File: src/snes_mem_pkg.sv
//////////////////////////////////////////////////////////////////////
// snes memory glue, shared widths, address map and types
// used by the request, store and read steering blocks
//////////////////////////////////////////////////////////////////////
`default_nettype none

package snes_mem_pkg;

    // bus widths
    localparam int ADDR_W   = 24;   // cpu side byte address
    localparam int WRAM_AW  = 17;   // 128KB work ram
    localparam int BSRAM_AW = 20;   // battery ram, up to 1MB
    localparam int ARAM_AW  = 16;   // 64KB audio ram

    // wram lives in banks EE,EF of the shared space
    localparam logic [6:0] WRAM_BASE_HI = 7'b1110_111;

    // mapper upper nibble where bsram reads skip rd_n
    localparam logic [3:0] MAP_BSRAM_FORCE_RD = 4'hC;

    // on-chip store sizes
    localparam int STORE_AW       = 12; // word index, addr bits 12:1
    localparam int BSRAM_STORE_AW = 11; // byte index
    localparam int ARAM_STORE_AW  = 11; // byte index

    typedef logic [7:0]        byte_t;
    typedef logic [15:0]       word_t;
    typedef logic [ADDR_W-1:0] addr_t;
    typedef logic [1:0]        byte_en_t;   // [1] high byte, [0] low byte

    // read return port of the cpu side
    typedef enum logic {
        PORT_ROM,       // port0
        PORT_WRAM       // port1
    } mem_port_e;

    // winner of the cpu port arbitration
    typedef enum logic [1:0] {
        SRC_NONE,
        SRC_LOADER,
        SRC_ROM,
        SRC_WRAM
    } req_src_e;

endpackage

`default_nettype wire
File: src/read_steer.sv
//////////////////////////////////////////////////////////////////////
// read steering, picks byte lanes of returned words for rom,
// wram and aram
//////////////////////////////////////////////////////////////////////
`default_nettype none

module read_steer import snes_mem_pkg::*; (
    input  logic               wclk,
    input  addr_t              rom_addr,
    input  logic               rom_word,    // 16-bit rom fetch
    input  word_t              port0_q,
    input  logic [WRAM_AW-1:0] wram_addr,
    input  word_t              port1_q,
    input  logic [ARAM_AW-1:0] aram_addr,
    input  logic               aram_rd,
    input  word_t              aram_dout,
    output word_t              rom_q,
    output byte_t              wram_q,
    output byte_t              aram_q
);

    logic aram_lsb;     // address bit 0 of the last aram read

    // odd byte reads want the high byte in the low lane
    assign rom_q = (rom_word | ~rom_addr[0]) ? port0_q
                                             : {port0_q[7:0], port0_q[15:8]};

    assign wram_q = wram_addr[0] ? port1_q[15:8] : port1_q[7:0];

    // aram data comes one edge after the read, so keep the lane
    always_ff @(posedge wclk) begin
        if (aram_rd)
            aram_lsb <= aram_addr[0];
    end

    assign aram_q = aram_lsb ? aram_dout[15:8] : aram_dout[7:0];

endmodule

`default_nettype wire

File: config.mk
export PLATFORM = sky130hd
export DESIGN_NAME = read_steer
export DESIGN_NICKNAME = d
export VERILOG_FILES = /design/src/snes_mem_pkg.sv /design/src/read_steer.sv
export SDC_FILE = /design/constraint.sdc
export NUM_CORES = 1
export LEC_CHECK = 0
export ABC_AREA = 0
export CORE_AREA = 2 2 53 55
export DETAILED_ROUTE_END_ITERATION = 6
export DIE_AREA = 0 0 55 57
export DONT_BUFFER_PORTS = 1
export PLACE_DENSITY = 0.35
export SLEW_MARGIN = 30
export SYNTH_ARGS = -nofsm -noshare
export SYNTH_HDL_FRONTEND = slang
export SYNTH_SLANG_ARGS = --single-unit
File: constraint.sdc
create_clock -name wclk -period 3.9 [get_ports wclk]
set_clock_uncertainty 0.2 [all_clocks]
set_input_delay 0.975 -clock wclk [delete_from_list [all_inputs] [get_ports wclk]]
set_output_delay 0.975 -clock wclk [all_outputs]
set_load 0.01 [all_outputs]
## Word-level counts from Yosys, hierarchy flattened

Index checks and enable logic that the tools add are counted.

| storage, ports and cells | value |
|---|---|
| register bits after elaboration | 1 |
| input port bits | 108 |
| output and inout bits | 32 |
| logic and storage cells | 6 |

| operators by class | value |
|---|---|
| muxes and demuxes | 3 |
| bitwise operators | 2 |

Operators with widths:

| operator | number |
|---|---|
| $mux 16 | 1 |
| $mux 8 | 2 |
| $not 1->1 | 1 |
| $or 1x1->1 | 1 |

## Logic depth before layout (Yosys ltp)

| logic depth | value |
|---|---|
| depth after elaboration | 3 |
| depth in mapped cells | 3 |

## Worst setup path before layout

No wires, ideal clock.

| timing | value |
|---|---|
| path kind | input port to output port |
| start | input rom_addr[0] |
| end | output rom_q[10] |
| arrival | 1.548 ns |
| required time | 2.725 ns |
| path slack | 1.177 ns |
| stages | 3 |
| cells stage by stage | nor2b_4 buf_6 mux2_4 |

| between the ends | value |
|---|---|
| word-level cells in the longest chain between the ends | 3 |

RTL lines:

| element | RTL line | source |
|---|---|---|
| start, declared | read_steer.sv:9 | `input addr_t rom_addr,` |
| $not 1->1 | read_steer.sv:25 | `assign rom_q = (rom_word \| ~rom_addr[0]) ? port0_q` |
| $or 1x1->1 | read_steer.sv:25 |  |
| $mux 16 | read_steer.sv:25 |  |
| end, declared | read_steer.sv:17 | `output word_t rom_q,` |

Every way passes these cells.

## Worst setup path after layout

| timing | value |
|---|---|
| start | input rom_addr[0] |
| end | output rom_q[8] |

Same word-level chain as after synthesis.

==> impl_metrics.tcl <==
set metrics [dict create \
    cp.arrival_ns 1.66 \
    worstPathMaxFanout 8 \
    setup_tns_ns 0 \
    die_h_um 57 \
    cts_hold_buf 0 \
    pwr_density_cell_mw_per_mm2 153 \
    wire_per_inst_um 16.6 \
    synth_fp_nets 147 \
    grt_pass1_vias 302 \
    ant_nets 0 \
    crit_type "input port to output pin" \
    firstDrtPassIters 1 \
    area_growth_pct 1.23 \
    period_share 0.728 \
    cp_slowest_cell "mux2_4" \
    worstPathRequired_ns 2.72 \
    reg_top3 "aram_lsb: 1 flops" \
    final_hold_viol_count 0 \
    crit_family "multiplexers" \
    drc 0 \
    slowest_delay_ns 0.36 \
    yosys_warnings 0 \
    core_mm2 0.00262 \
    rsz0062_at_grt "no" \
    avgSynthCellArea_um2 13.1 \
    design_area_um2 517 \
    rows 19 \
    synth_cell_types 7 \
    insertedDiodeCount 0 \
    groute.usage.overall 0.0538 \
    maxCapViolCount 0 \
    path_buf_inv 0 \
    seq_area_um2 30.0 \
    yosysSeqAreaShare 0.0588 \
    routabilityCongestion 0.520 \
    hp-class "input port to flop" \
    grt_max_degree 9 \
    drive_gt1_frac 0.971 \
    drtIter0Drc 0 \
    tightest_slew_ns 0.355 \
    max_clock_freq_ghz 0.352 \
    io_pins 140 \
    ir_drop_v 0.0000737 \
    initial_core_util 0.195 \
    drv_slew 0 \
    antenna_found_initial 0 \
    crit_path_start_kind "input port" \
    die_area_mm2 0.00314 \
    min_period_ns 2.84 \
    fillers 281 \
    nets 145 \
    vias 332 \
    p_leak_nw 0.219 \
    grt_pass1_wl_um 1340 \
    max_slew_margin 0.763 \
    post_cts_buffers 0 \
    fp.dieW_um 55 \
    syn-cell-area_um2 510 \
    place_area_um2 517 \
    power_uw 79.2 \
    cts_resized 0 \
    max_flop_register "aram_lsb" \
    port_buffers 0 \
    clkTransAtPathRegs_ns 0 \
    cp-end-kind "output pin" \
    multi_input_area_um2 448 \
    drt-vias-per-instance 5.03 \
    cp_cell_sequence "nor2b_4 > mux2_4" \
    syn_inst 39 \
    grt-ovfl-total 0 \
    setup_viol 0 \
    largest_reg_flops 1 \
    drt-total-wl_um 1100 \
    status "finished clean" \
    fin_hold_ws_ns 0.874 \
    ys_ff_latch 1 \
]
-- cell families after synthesis --
kind of cell,Yosys count,share of synthesized area
mux,32,0.824
buf+inv,4,0.0637
simple gates,2,0.0539
flops,1,0.0588
-- metrics by stage --
stage           util  cells  setup slack, ns
6_report       0.198     66             1.06
4_1_cts        0.198     66             1.04
3_3_place_gp   0.198     66             1.06
5_1_grt        0.198     66             1.02
3_5_place_dp   0.198     66             1.04
2_1_floorplan      -     39             1.18
-- where the power goes --
part	switching (mW)	internal (mW)
sequential	0.00214	0.0131
clock	0	0
combinational	0.0283	0.0357
total	0.0304	0.0488
-- Yosys cell counts --
cell type	n	area [um2]
buf_6	2	22.5
mux2_4	16	240
buf_2	2	10.0
nor2b_4	1	13.8
edfxtp_1	1	30.0
mux2_2	16	180
nand2b_4	1	13.8
-- final cells by class --
cell class,instances,share of cell area
well taps,31,0.0751
flip-flops and latches,1,0.0581
multi-input cells,34,0.867
-- cell usage in the layout, fill, tap and decap left out, drive strengths merged --
cell type | Yosys | routed
edfxtp | 1 | 1
mux2 | 32 | 32
nand2b | 1 | 1
nor2b | 1 | 1
-- routing by layer --
layer / part of all wire / wire, um / track usage
met1: 0.33 / 358 / 0.0658
met2: 0.53 / 579 / 0.107
met3: 0.14 / 157 / 0
met4: 0 / 0 / 0
met5: 0 / 0 / 0
-- final timing paths --
path    startpoint                 end  cells after the start
max    rom_addr[0]            rom_q[8]                      2
min   aram_addr[0]  aram_lsb$_DFFE_PP_                      0
Note: power is estimated with default switching activity, not from simulation.
