**config.mk**
```make
export PLATFORM = sky130hd
export DESIGN_NAME = sdram_request
export DESIGN_NICKNAME = d
export VERILOG_FILES = /design/src/snes_mem_pkg.sv /design/src/sdram_request.sv
export SDC_FILE = /design/constraint.sdc
export NUM_CORES = 1
export LEC_CHECK = 0
export BUFFER_PORTS_ARGS = -buffer_cell sky130_fd_sc_hd__buf_2
export CORE_AREA = 5 5 101 103
export DETAILED_ROUTE_END_ITERATION = 8
export DIE_AREA = 0 0 106 108
export MAX_ROUTING_LAYER = met4
export PLACE_DENSITY = 0.8
export SETUP_SLACK_MARGIN = 0.02
export SLEW_MARGIN = 20
export SYNTH_ARGS = -nofsm -noshare
export SYNTH_HDL_FRONTEND = slang
export SYNTH_SLANG_ARGS = --single-unit
export TNS_END_PERCENT = 20
```
**constraint.sdc**
```tcl
create_clock -name wclk -period 2.2 [get_ports wclk]
set_input_delay 0.11 -clock wclk [delete_from_list [all_inputs] [get_ports wclk]]
set_output_delay 0.11 -clock wclk [all_outputs]
set_load 0.03 [all_outputs]
```
**src/snes_mem_pkg.sv**
```systemverilog
//////////////////////////////////////////////////////////////////////
// snes memory glue, shared widths, address map and types
// used by the request, store and read steering blocks
//////////////////////////////////////////////////////////////////////
`default_nettype none

package snes_mem_pkg;

    // bus widths
    localparam int ADDR_W   = 24;   // cpu side byte address
    localparam int WRAM_AW  = 17;   // 128KB work ram
    localparam int BSRAM_AW = 20;   // battery ram, up to 1MB
    localparam int ARAM_AW  = 16;   // 64KB audio ram

    // wram lives in banks EE,EF of the shared space
    localparam logic [6:0] WRAM_BASE_HI = 7'b1110_111;

    // mapper upper nibble where bsram reads skip rd_n
    localparam logic [3:0] MAP_BSRAM_FORCE_RD = 4'hC;

    // on-chip store sizes
    localparam int STORE_AW       = 12; // word index, addr bits 12:1
    localparam int BSRAM_STORE_AW = 11; // byte index
    localparam int ARAM_STORE_AW  = 11; // byte index

    typedef logic [7:0]        byte_t;
    typedef logic [15:0]       word_t;
    typedef logic [ADDR_W-1:0] addr_t;
    typedef logic [1:0]        byte_en_t;   // [1] high byte, [0] low byte

    // read return port of the cpu side
    typedef enum logic {
        PORT_ROM,       // port0
        PORT_WRAM       // port1
    } mem_port_e;

    // winner of the cpu port arbitration
    typedef enum logic [1:0] {
        SRC_NONE,
        SRC_LOADER,
        SRC_ROM,
        SRC_WRAM
    } req_src_e;

endpackage

`default_nettype wire
```
**src/sdram_request.sv**
```systemverilog
//////////////////////////////////////////////////////////////////////
// memory request builder, run enable, loader address and the
// registered cpu port and bsram requests, plus aram strobes
//////////////////////////////////////////////////////////////////////
`default_nettype none

module sdram_request import snes_mem_pkg::*; (
    input  logic                wclk,
    input  logic                resetn,
    input  logic                sysclkf_ce,     // core fall strobe
    input  logic                sysclkr_ce,     // core rise strobe
    input  logic                pause,          // frame sync hold
    input  logic                loader_fail,
    input  logic                loading,
    input  logic                loader_valid,   // one pulse per byte
    input  byte_t               loader_data,
    input  byte_t               map_ctrl,
    input  addr_t               rom_addr,
    input  logic                rom_ce_n,
    input  logic [WRAM_AW-1:0]  wram_addr,
    input  logic                wram_ce_n,
    input  logic                wram_rd_n,
    input  logic                wram_we_n,
    input  byte_t               wram_d,
    input  logic [BSRAM_AW-1:0] bsram_addr,
    input  logic                bsram_ce_n,
    input  logic                bsram_rd_n,
    input  logic                bsram_we_n,
    input  byte_t               bsram_d,
    input  logic                aram_ce_n,
    input  logic                aram_oe_n,
    input  logic                aram_we_n,
    output logic                enable,
    output addr_t               cpu_addr,
    output word_t               cpu_din,
    output byte_en_t            cpu_ds,
    output mem_port_e           cpu_port,
    output logic                cpu_rd,
    output logic                cpu_wr,
    output logic [BSRAM_AW-1:0] bsram_req_addr,
    output byte_t               bsram_req_din,
    output logic                bsram_req_rd,
    output logic                bsram_req_wr,
    output logic                aram_rd,
    output logic                aram_wr
);

    logic     f2, r2;           // strobes qualified by enable, one edge late
    logic     loading_r;        // for rising edge of loading
    addr_t    loader_addr;      // next byte address of the loader
    logic     wram_rd, wram_wr;
    logic     bsram_force_rd;
    req_src_e req_src;

    assign wram_rd = ~wram_ce_n & ~wram_rd_n;
    assign wram_wr = ~wram_ce_n & ~wram_we_n;
    assign aram_rd = ~aram_ce_n & ~aram_oe_n;  // aram is not strobe gated
    assign aram_wr = ~aram_ce_n & ~aram_we_n;
    assign bsram_force_rd = (map_ctrl[7:4] == MAP_BSRAM_FORCE_RD);

    // core runs only while nothing holds it
    always_ff @(posedge wclk) begin
        if (!resetn) begin
            enable <= 1'b0;
            f2     <= 1'b0;
            r2     <= 1'b0;
        end else begin
            enable <= ~pause & ~loader_fail;
            f2     <= sysclkf_ce & enable;
            r2     <= sysclkr_ce & enable;
        end
    end

    // loader address, restarts at 0 for every load
    always_ff @(posedge wclk) begin
        if (!resetn) begin
            loading_r   <= 1'b0;
            loader_addr <= '0;
        end else begin
            loading_r <= loading;
            if (loading & ~loading_r)
                loader_addr <= '0;
            else if (loading & loader_valid)
                loader_addr <= loader_addr + addr_t'(1);
        end
    end

    // fixed priority, loader beats rom beats wram
    always_comb begin
        if (loading & loader_valid)
            req_src = SRC_LOADER;       // not gated by enable
        else if (~rom_ce_n & f2)
            req_src = SRC_ROM;
        else if (wram_rd | wram_wr)
            req_src = SRC_WRAM;
        else
            req_src = SRC_NONE;
    end

    always_ff @(posedge wclk) begin
        if (!resetn) begin
            cpu_rd <= 1'b0;
            cpu_wr <= 1'b0;
        end else begin
            cpu_rd <= (req_src == SRC_ROM) | ((req_src == SRC_WRAM) & wram_rd & f2);
            cpu_wr <= (req_src == SRC_LOADER) | ((req_src == SRC_WRAM) & wram_wr & r2);
        end
    end

    // address, lanes and data of the winner, held otherwise
    always_ff @(posedge wclk) begin
        case (req_src)
            SRC_LOADER: begin
                cpu_addr <= loader_addr;
                cpu_din  <= {loader_data, loader_data};
                cpu_ds   <= {loader_addr[0], ~loader_addr[0]};  // odd -> high lane
                cpu_port <= PORT_ROM;
            end
            SRC_ROM: begin
                cpu_addr <= rom_addr;
                cpu_ds   <= 2'b11;      // whole word back
                cpu_port <= PORT_ROM;
            end
            SRC_WRAM: begin
                cpu_addr <= {WRAM_BASE_HI, wram_addr};
                cpu_din  <= {wram_d, wram_d};
                cpu_ds   <= {wram_addr[0], ~wram_addr[0]};
                cpu_port <= PORT_WRAM;
            end
            default: ;
        endcase
    end

    // bsram request, one edge after the core strobe
    always_ff @(posedge wclk) begin
        if (!resetn) begin
            bsram_req_rd <= 1'b0;
            bsram_req_wr <= 1'b0;
        end else begin
            bsram_req_rd <= ~bsram_ce_n & (~bsram_rd_n | bsram_force_rd) & f2;
            bsram_req_wr <= ~bsram_ce_n & ~bsram_we_n & r2;
        end
    end

    always_ff @(posedge wclk) begin
        bsram_req_addr <= bsram_addr;
        bsram_req_din  <= bsram_d;
    end

endmodule

`default_nettype wire

```
# --- Word level (Yosys, flattened, before mapping) ---
# Index checks and enable logic that the tools add are counted.
op_classes:
  n_addsub: 1
  eq_ne: 4
  mux: 7
  n_bitwise: 38
  reduce_logical: 5
ops:
  columns: ["op", "n"]
  rows:
  - ["one-hot mux 24 bit (3 select lines)", 1]
  - ["one-hot mux 16 bit (2 select lines)", 1]
  - ["adder 24 x 1 -> 24 bit (second input constant)", 1]
  - ["AND 1 bit", 18]
  - ["NOT 1 bit", 16]
  - ["two-way mux 2 bit", 3]
  - ["one-hot mux 2 bit (3 select lines)", 1]
  - ["== test 2 bit (second input constant)", 2]
  - ["== test 4 bit (second input constant)", 1]
  - ["bitwise OR 1 bit", 4]
  - ["nonzero test 2 bit", 2]
  - ["OR reduction 2 bit", 2]
  - ["nonzero test 3 bit", 1]
  - ["== test 2 x 1 -> 1 bit (second input constant)", 1]
  - ["one-hot mux 1 bit (2 select lines)", 1]
totals:
  regBits: 103
  out_inout_bits: 78

# --- Logic depth before layout (Yosys ltp) ---
depth:
  depth_word: 10
  ltp_mapped: 6

# --- Worst setup path before layout ---
# OpenSTA, ideal clock, no wires.
synth_path:
  path_type: "register -> register"
  startpoint: "reg f2"
  endpoint: "reg cpu_addr[0], enable pin"
  setup_time_ps: 516
  t_arrival_ps: 1667
  required_ps: 1684
  path_slack_ps: 17
  stages_incl_launch_ff: 5
  path_buffers: 2
  cell_sequence: "dfxtp_1 nand2b_1 clkbuf_1 clkbuf_1 nand3_1"
synth_between:
  elab_chain_cells: 5
synth_lines:
  columns: ["element", "line_no", "rtl"]
  rows:
  - ["start: declaration", "sdram_request.sv:48", "logic f2, r2;"]
  - ["start signal: assignment", "sdram_request.sv:69", "f2 <= sysclkf_ce & enable;"]
  - ["AND 1 bit *", "sdram_request.sv:92", "else if (~rom_ce_n & f2)"]
  - ["two-way mux 2 bit *", "sdram_request.sv:92", null]
  - ["two-way mux 2 bit *", "sdram_request.sv:90", "if (loading & loader_valid)"]
  - ["== test 2 bit / == test 2 x 1 -> 1 bit (equally long branches)", "sdram_request.sv:112", "case (req_src)"]
  - ["nonzero test 3 bit (no source line) *", null, null]
  - ["end signal: assignment", "sdram_request.sv:114", "cpu_addr <= loader_addr;"]
  - ["end signal: assignment", "sdram_request.sv:120", "cpu_addr <= rom_addr;"]
  - ["end signal: assignment", "sdram_request.sv:125", "cpu_addr <= {WRAM_BASE_HI, wram_addr};"]
  - ["end: declaration", "sdram_request.sv:34", "output addr_t cpu_addr,"]
# Mark *: on every way between the ends. The rest lies on a longest branch, timed or not.
# A chain may end at the register's enable or synchronous reset.

# --- Worst setup path after layout ---
layout_path:
  startpoint: "reg loader_addr[0]"
  endpoint: "reg loader_addr[22]"
layout_between:
  elab_chain_cells: 1
layout_lines:
  columns: ["element", "line_no", "rtl"]
  rows:
  - ["start: declaration", "sdram_request.sv:50", "addr_t loader_addr;"]
  - ["start signal: assignment", "sdram_request.sv:84", "loader_addr <= loader_addr + addr_t'(1);"]
  - ["adder 24 x 1 -> 24 bit", "sdram_request.sv:84", null]
# No other way between the ends.

==> flow_metrics.env <==
export IMPL_io_buffers=184
export IMPL_drv_slew=0
export IMPL_cts_path_max_buffers=2
export IMPL_period_needed_ps=1960
export IMPL_whs_ps=28.7
export IMPL_ys_types=42
export IMPL_arrival_ps=2250
export IMPL_intPower_w=0.00261
export IMPL_rows=35
export IMPL_cp_start_kind="flop"
export IMPL_place_gp_congestion=0.920
export IMPL_drt_first_pass_iters=5
export IMPL_seqPwrFrac_pct=52.5
export IMPL_crit_chain="ha_1 -> nand4_1 -> or4_4 -> or3_1 -> a21oi_1"
export IMPL_design_core_area_sq_mm=0.00911
export IMPL_power_frac_comb_pct=16.3
export IMPL_cp_required_ps=2490
export IMPL_critPathBufInv=0
export IMPL_fillers=757
export IMPL_viasPerCell=5.10
export IMPL_ys_ff_latch=95
export IMPL_die_h_microns=108
export IMPL_rsz0062_at_grt="no"
export IMPL_crit_path_end="loader_addr[22]$_SDFFE_PP0P_"
export IMPL_synth_area_leaders="dfxtp_1 (34%), edfxtp_1 (29%), a21oi_1 (3.9%)"
export IMPL_syn_area_per_cell_sq_um=11.3
export IMPL_dpl_hpwl_microns=7740
export IMPL_grt_pass1_wl_microns=16700
export IMPL_drc=0
export IMPL_synth_common_cells="dfxtp_1 (60), edfxtp_1 (35), nor2_1 (30)"
export IMPL_dieArea_sq_mm=0.0114
export IMPL_grt_start_max_net_pins=28
export IMPL_syn_num_nets=428
export IMPL_ys_seq_area_share_pct=63.0
export IMPL_synthCells=316
export IMPL_cts_resized_gates=0
export IMPL_p_leak_nw=2.26
export IMPL_worst_pin_slew_ps=678
export IMPL_drt_iter0_drc=205
export IMPL_critical_path_depth=5
export IMPL_maxSlewHeadroom_pct=54.7
export IMPL_die_w_microns=106
export IMPL_post_layout_nonfiller_instances=650
export IMPL_status="finished clean"
export IMPL_fin_skew_ps=14.5
export IMPL_finalPower_w=0.00372
export IMPL_antenna_found_initial=1
export IMPL_power_density_mw_per_mm2=724
export IMPL_vdd_ir_drop_max_mv=0.359
export IMPL_yosys_area_top_type="dfxtp_1"
export IMPL_cts_tree="built"
export IMPL_post_drt_wl_per_cell_microns=16.6
export IMPL_routed_wirelength_microns=10800
export IMPL_root_buffer="clkbuf_8"
export IMPL_fin_setup_tns_ps=0
export IMPL_fmaxAchievable_mhz=511
export IMPL_synth_ff_type="dfxtp_1"
export IMPL_p_clk_share_pct=31.2
export IMPL_drv_cap=0
export IMPL_r2r_end="loader_addr[22]$_SDFFE_PP0P_"
export IMPL_crit_slowest_cell="or4_4"
export IMPL_dp_cells=596
export IMPL_hp_class="in -> reg"
export IMPL_synth_most_common_cell="dfxtp_1"
export IMPL_synth_top_area_share_pct=33.6
export IMPL_switching_share_pct=30.0
export IMPL_numCtsBuffers=9
export IMPL_cts_sinks=95
export IMPL_ant_nets=0
export IMPL_clk_pin_slew_ps=120
export IMPL_critPathCaptureType="flop"
export IMPL_hold_violations=0
export IMPL_cp_max_fo=4
export IMPL_drive_gt1_share_pct=40.6
export IMPL_start_util_pct=39.3
export IMPL_yosysWarnings=0
export IMPL_via_count=3317
export IMPL_syn_to_final_growth_pct=43.8
export IMPL_setup_viol=0
export IMPL_layout_area_seq_sq_mm=0.00225
export IMPL_track_usage_pct=18.9
export IMPL_layout_nets=644
export IMPL_multi_input_area_sq_mm=0.00120
export IMPL_async_flop_share_pct=0
export IMPL_clock_latency_ps=380
export IMPL_setup_slack_ps=243
export IMPL_grt_pass1_vias=3411
export IMPL_reg2reg_depth=5
export IMPL_post_cts_setup_buffer_count=0
export IMPL_synth_edf_count=35
export IMPL_cts_htree_levels=3
export IMPL_p_sw_w=0.00112
export IMPL_criticalPathCategory="reg -> reg"
export IMPL_dp_slack_ps=312
export IMPL_crit_path_max_incr_delay_ps=590
export IMPL_fin_crit_sh_pct=89.0
export IMPL_worstSetupStartpoint="loader_addr[0]$_SDFFE_PP0P_"
export IMPL_synth_area_sq_mm=0.00358
export IMPL_pin_count=189
export IMPL_grt_ovfl_total=0
export IMPL_ff2ff_setup_slack_ps=240
export IMPL_r2r_start="loader_addr[0]$_SDFFE_PP0P_"
export IMPL_critPathTopFamily="simple AND/OR/NAND/NOR gates"
power by group through the flow:
stage / Clock, W / Combinational [W] / Sequential [W]
after floorplan: 0 / 0.000162 / 0.00217
after global placement: 0 / 0.000547 / 0.00199
after detailed placement: 0 / 0.000558 / 0.00199
after CTS: 0.00119 / 0.000606 / 0.00195
after global routing: 0.00125 / 0.000646 / 0.00196
final: 0.00116 / 0.000606 / 0.00195
worst register-to-register path, delay by kind of cell (launching register included):
| kind | cells | cell delay (ps) |
|---|---|---|
| adders and majority gates | 1 | 220 |
| AOI/OAI and AO/OA | 1 | 170 |
| and+or+nand+nor | 3 | 1080 |
| DFF | 1 | 420 |
routing by layer:
metal | wire length [microns] | global-route usage [%]
met2 | 5950 | 35.5
met4 | 169 | 6.48
met5 | 0 | -
met3 | 719 | 4.54
met1 | 3980 | 19.4
worst min path at each step:
stage                   start                         end  slack, ps  cells past startpoint
2_1_floorplan   bsram_addr[0]   bsram_req_addr[0]$_DFF_P_        140                      0
3_3_place_gp   bsram_addr[11]  bsram_req_addr[11]$_DFF_P_        210                      1
3_5_place_dp   bsram_addr[10]  bsram_req_addr[10]$_DFF_P_        210                      1
4_1_cts              rom_ce_n           cpu_rd$_SDFF_PN0_          7                      3
5_1_grt        loader_data[2]       cpu_din[10]$_DFFE_PP_         20                      2
6_report       loader_data[2]       cpu_din[10]$_DFFE_PP_         30                      2
registers in the layout, summed over array words and instances (netlist names):
name            flops
bsram_req_addr     20
bsram_req_din       8
bsram_req_rd        1
bsram_req_wr        1
cpu_addr           24
cpu_din             8
cpu_ds              2
cpu_port            1
cpu_rd              1
cpu_wr              1
enable              1
f2                  1
loader_addr        24
loading_r           1
r2                  1
logic make-up after synthesis:
logic type | Yosys count | share of synthesized area [%]
XOR/XNOR | 11 | 2.69
buffers and inverters | 24 | 3.50
flip-flops | 95 | 63.0
AND/OR/NAND/NOR | 103 | 15.1
multiplexers | 8 | 2.52
AO/OA/AOI/OAI | 74 | 12.8
adder cells (fa/ha/maj) | 1 | 0.350
layout by cell type, fill, tap and decap left out, types with 7 or more instances in the layout:
cell	count
buf_2	184
dfxtp_1	60
dlygate4sd3_1	36
edfxtp_1	35
nor2_1	30
a21oi_1	28
nand2_1	20
o22ai_1	16
nand3_1	12
xor2_1	9
clkbuf_8	9
mux2_2	8
o21ai_0	7
stage by stage:
step | util, % | instance area [sq um]
global route | 56.4 | 5140
floorplan | - | 3580
detailed placement | 50.2 | 4570
CTS | 56.4 | 5140
finish | 56.5 | 5140
global placement | 50.2 | 4570
timing repair:
| action | CTS | global route |
|---|---|---|
| setup endpoints to repair | 0 | 0 |
| endpoints found under the hold margin | 33 | 0 |
| hold buffers | 36 | 0 |
layout make-up:
class	count	area share, %
flip-flops and latches	95	43.8
inverters	3	0.219
multi-input cells	197	23.4
diodes	2	0.0973
clock inverters	7	1.58
clock buffers	9	2.41
repair buffers	226	25.8
well taps	111	2.70
Power figures use the tool's default switching activity.
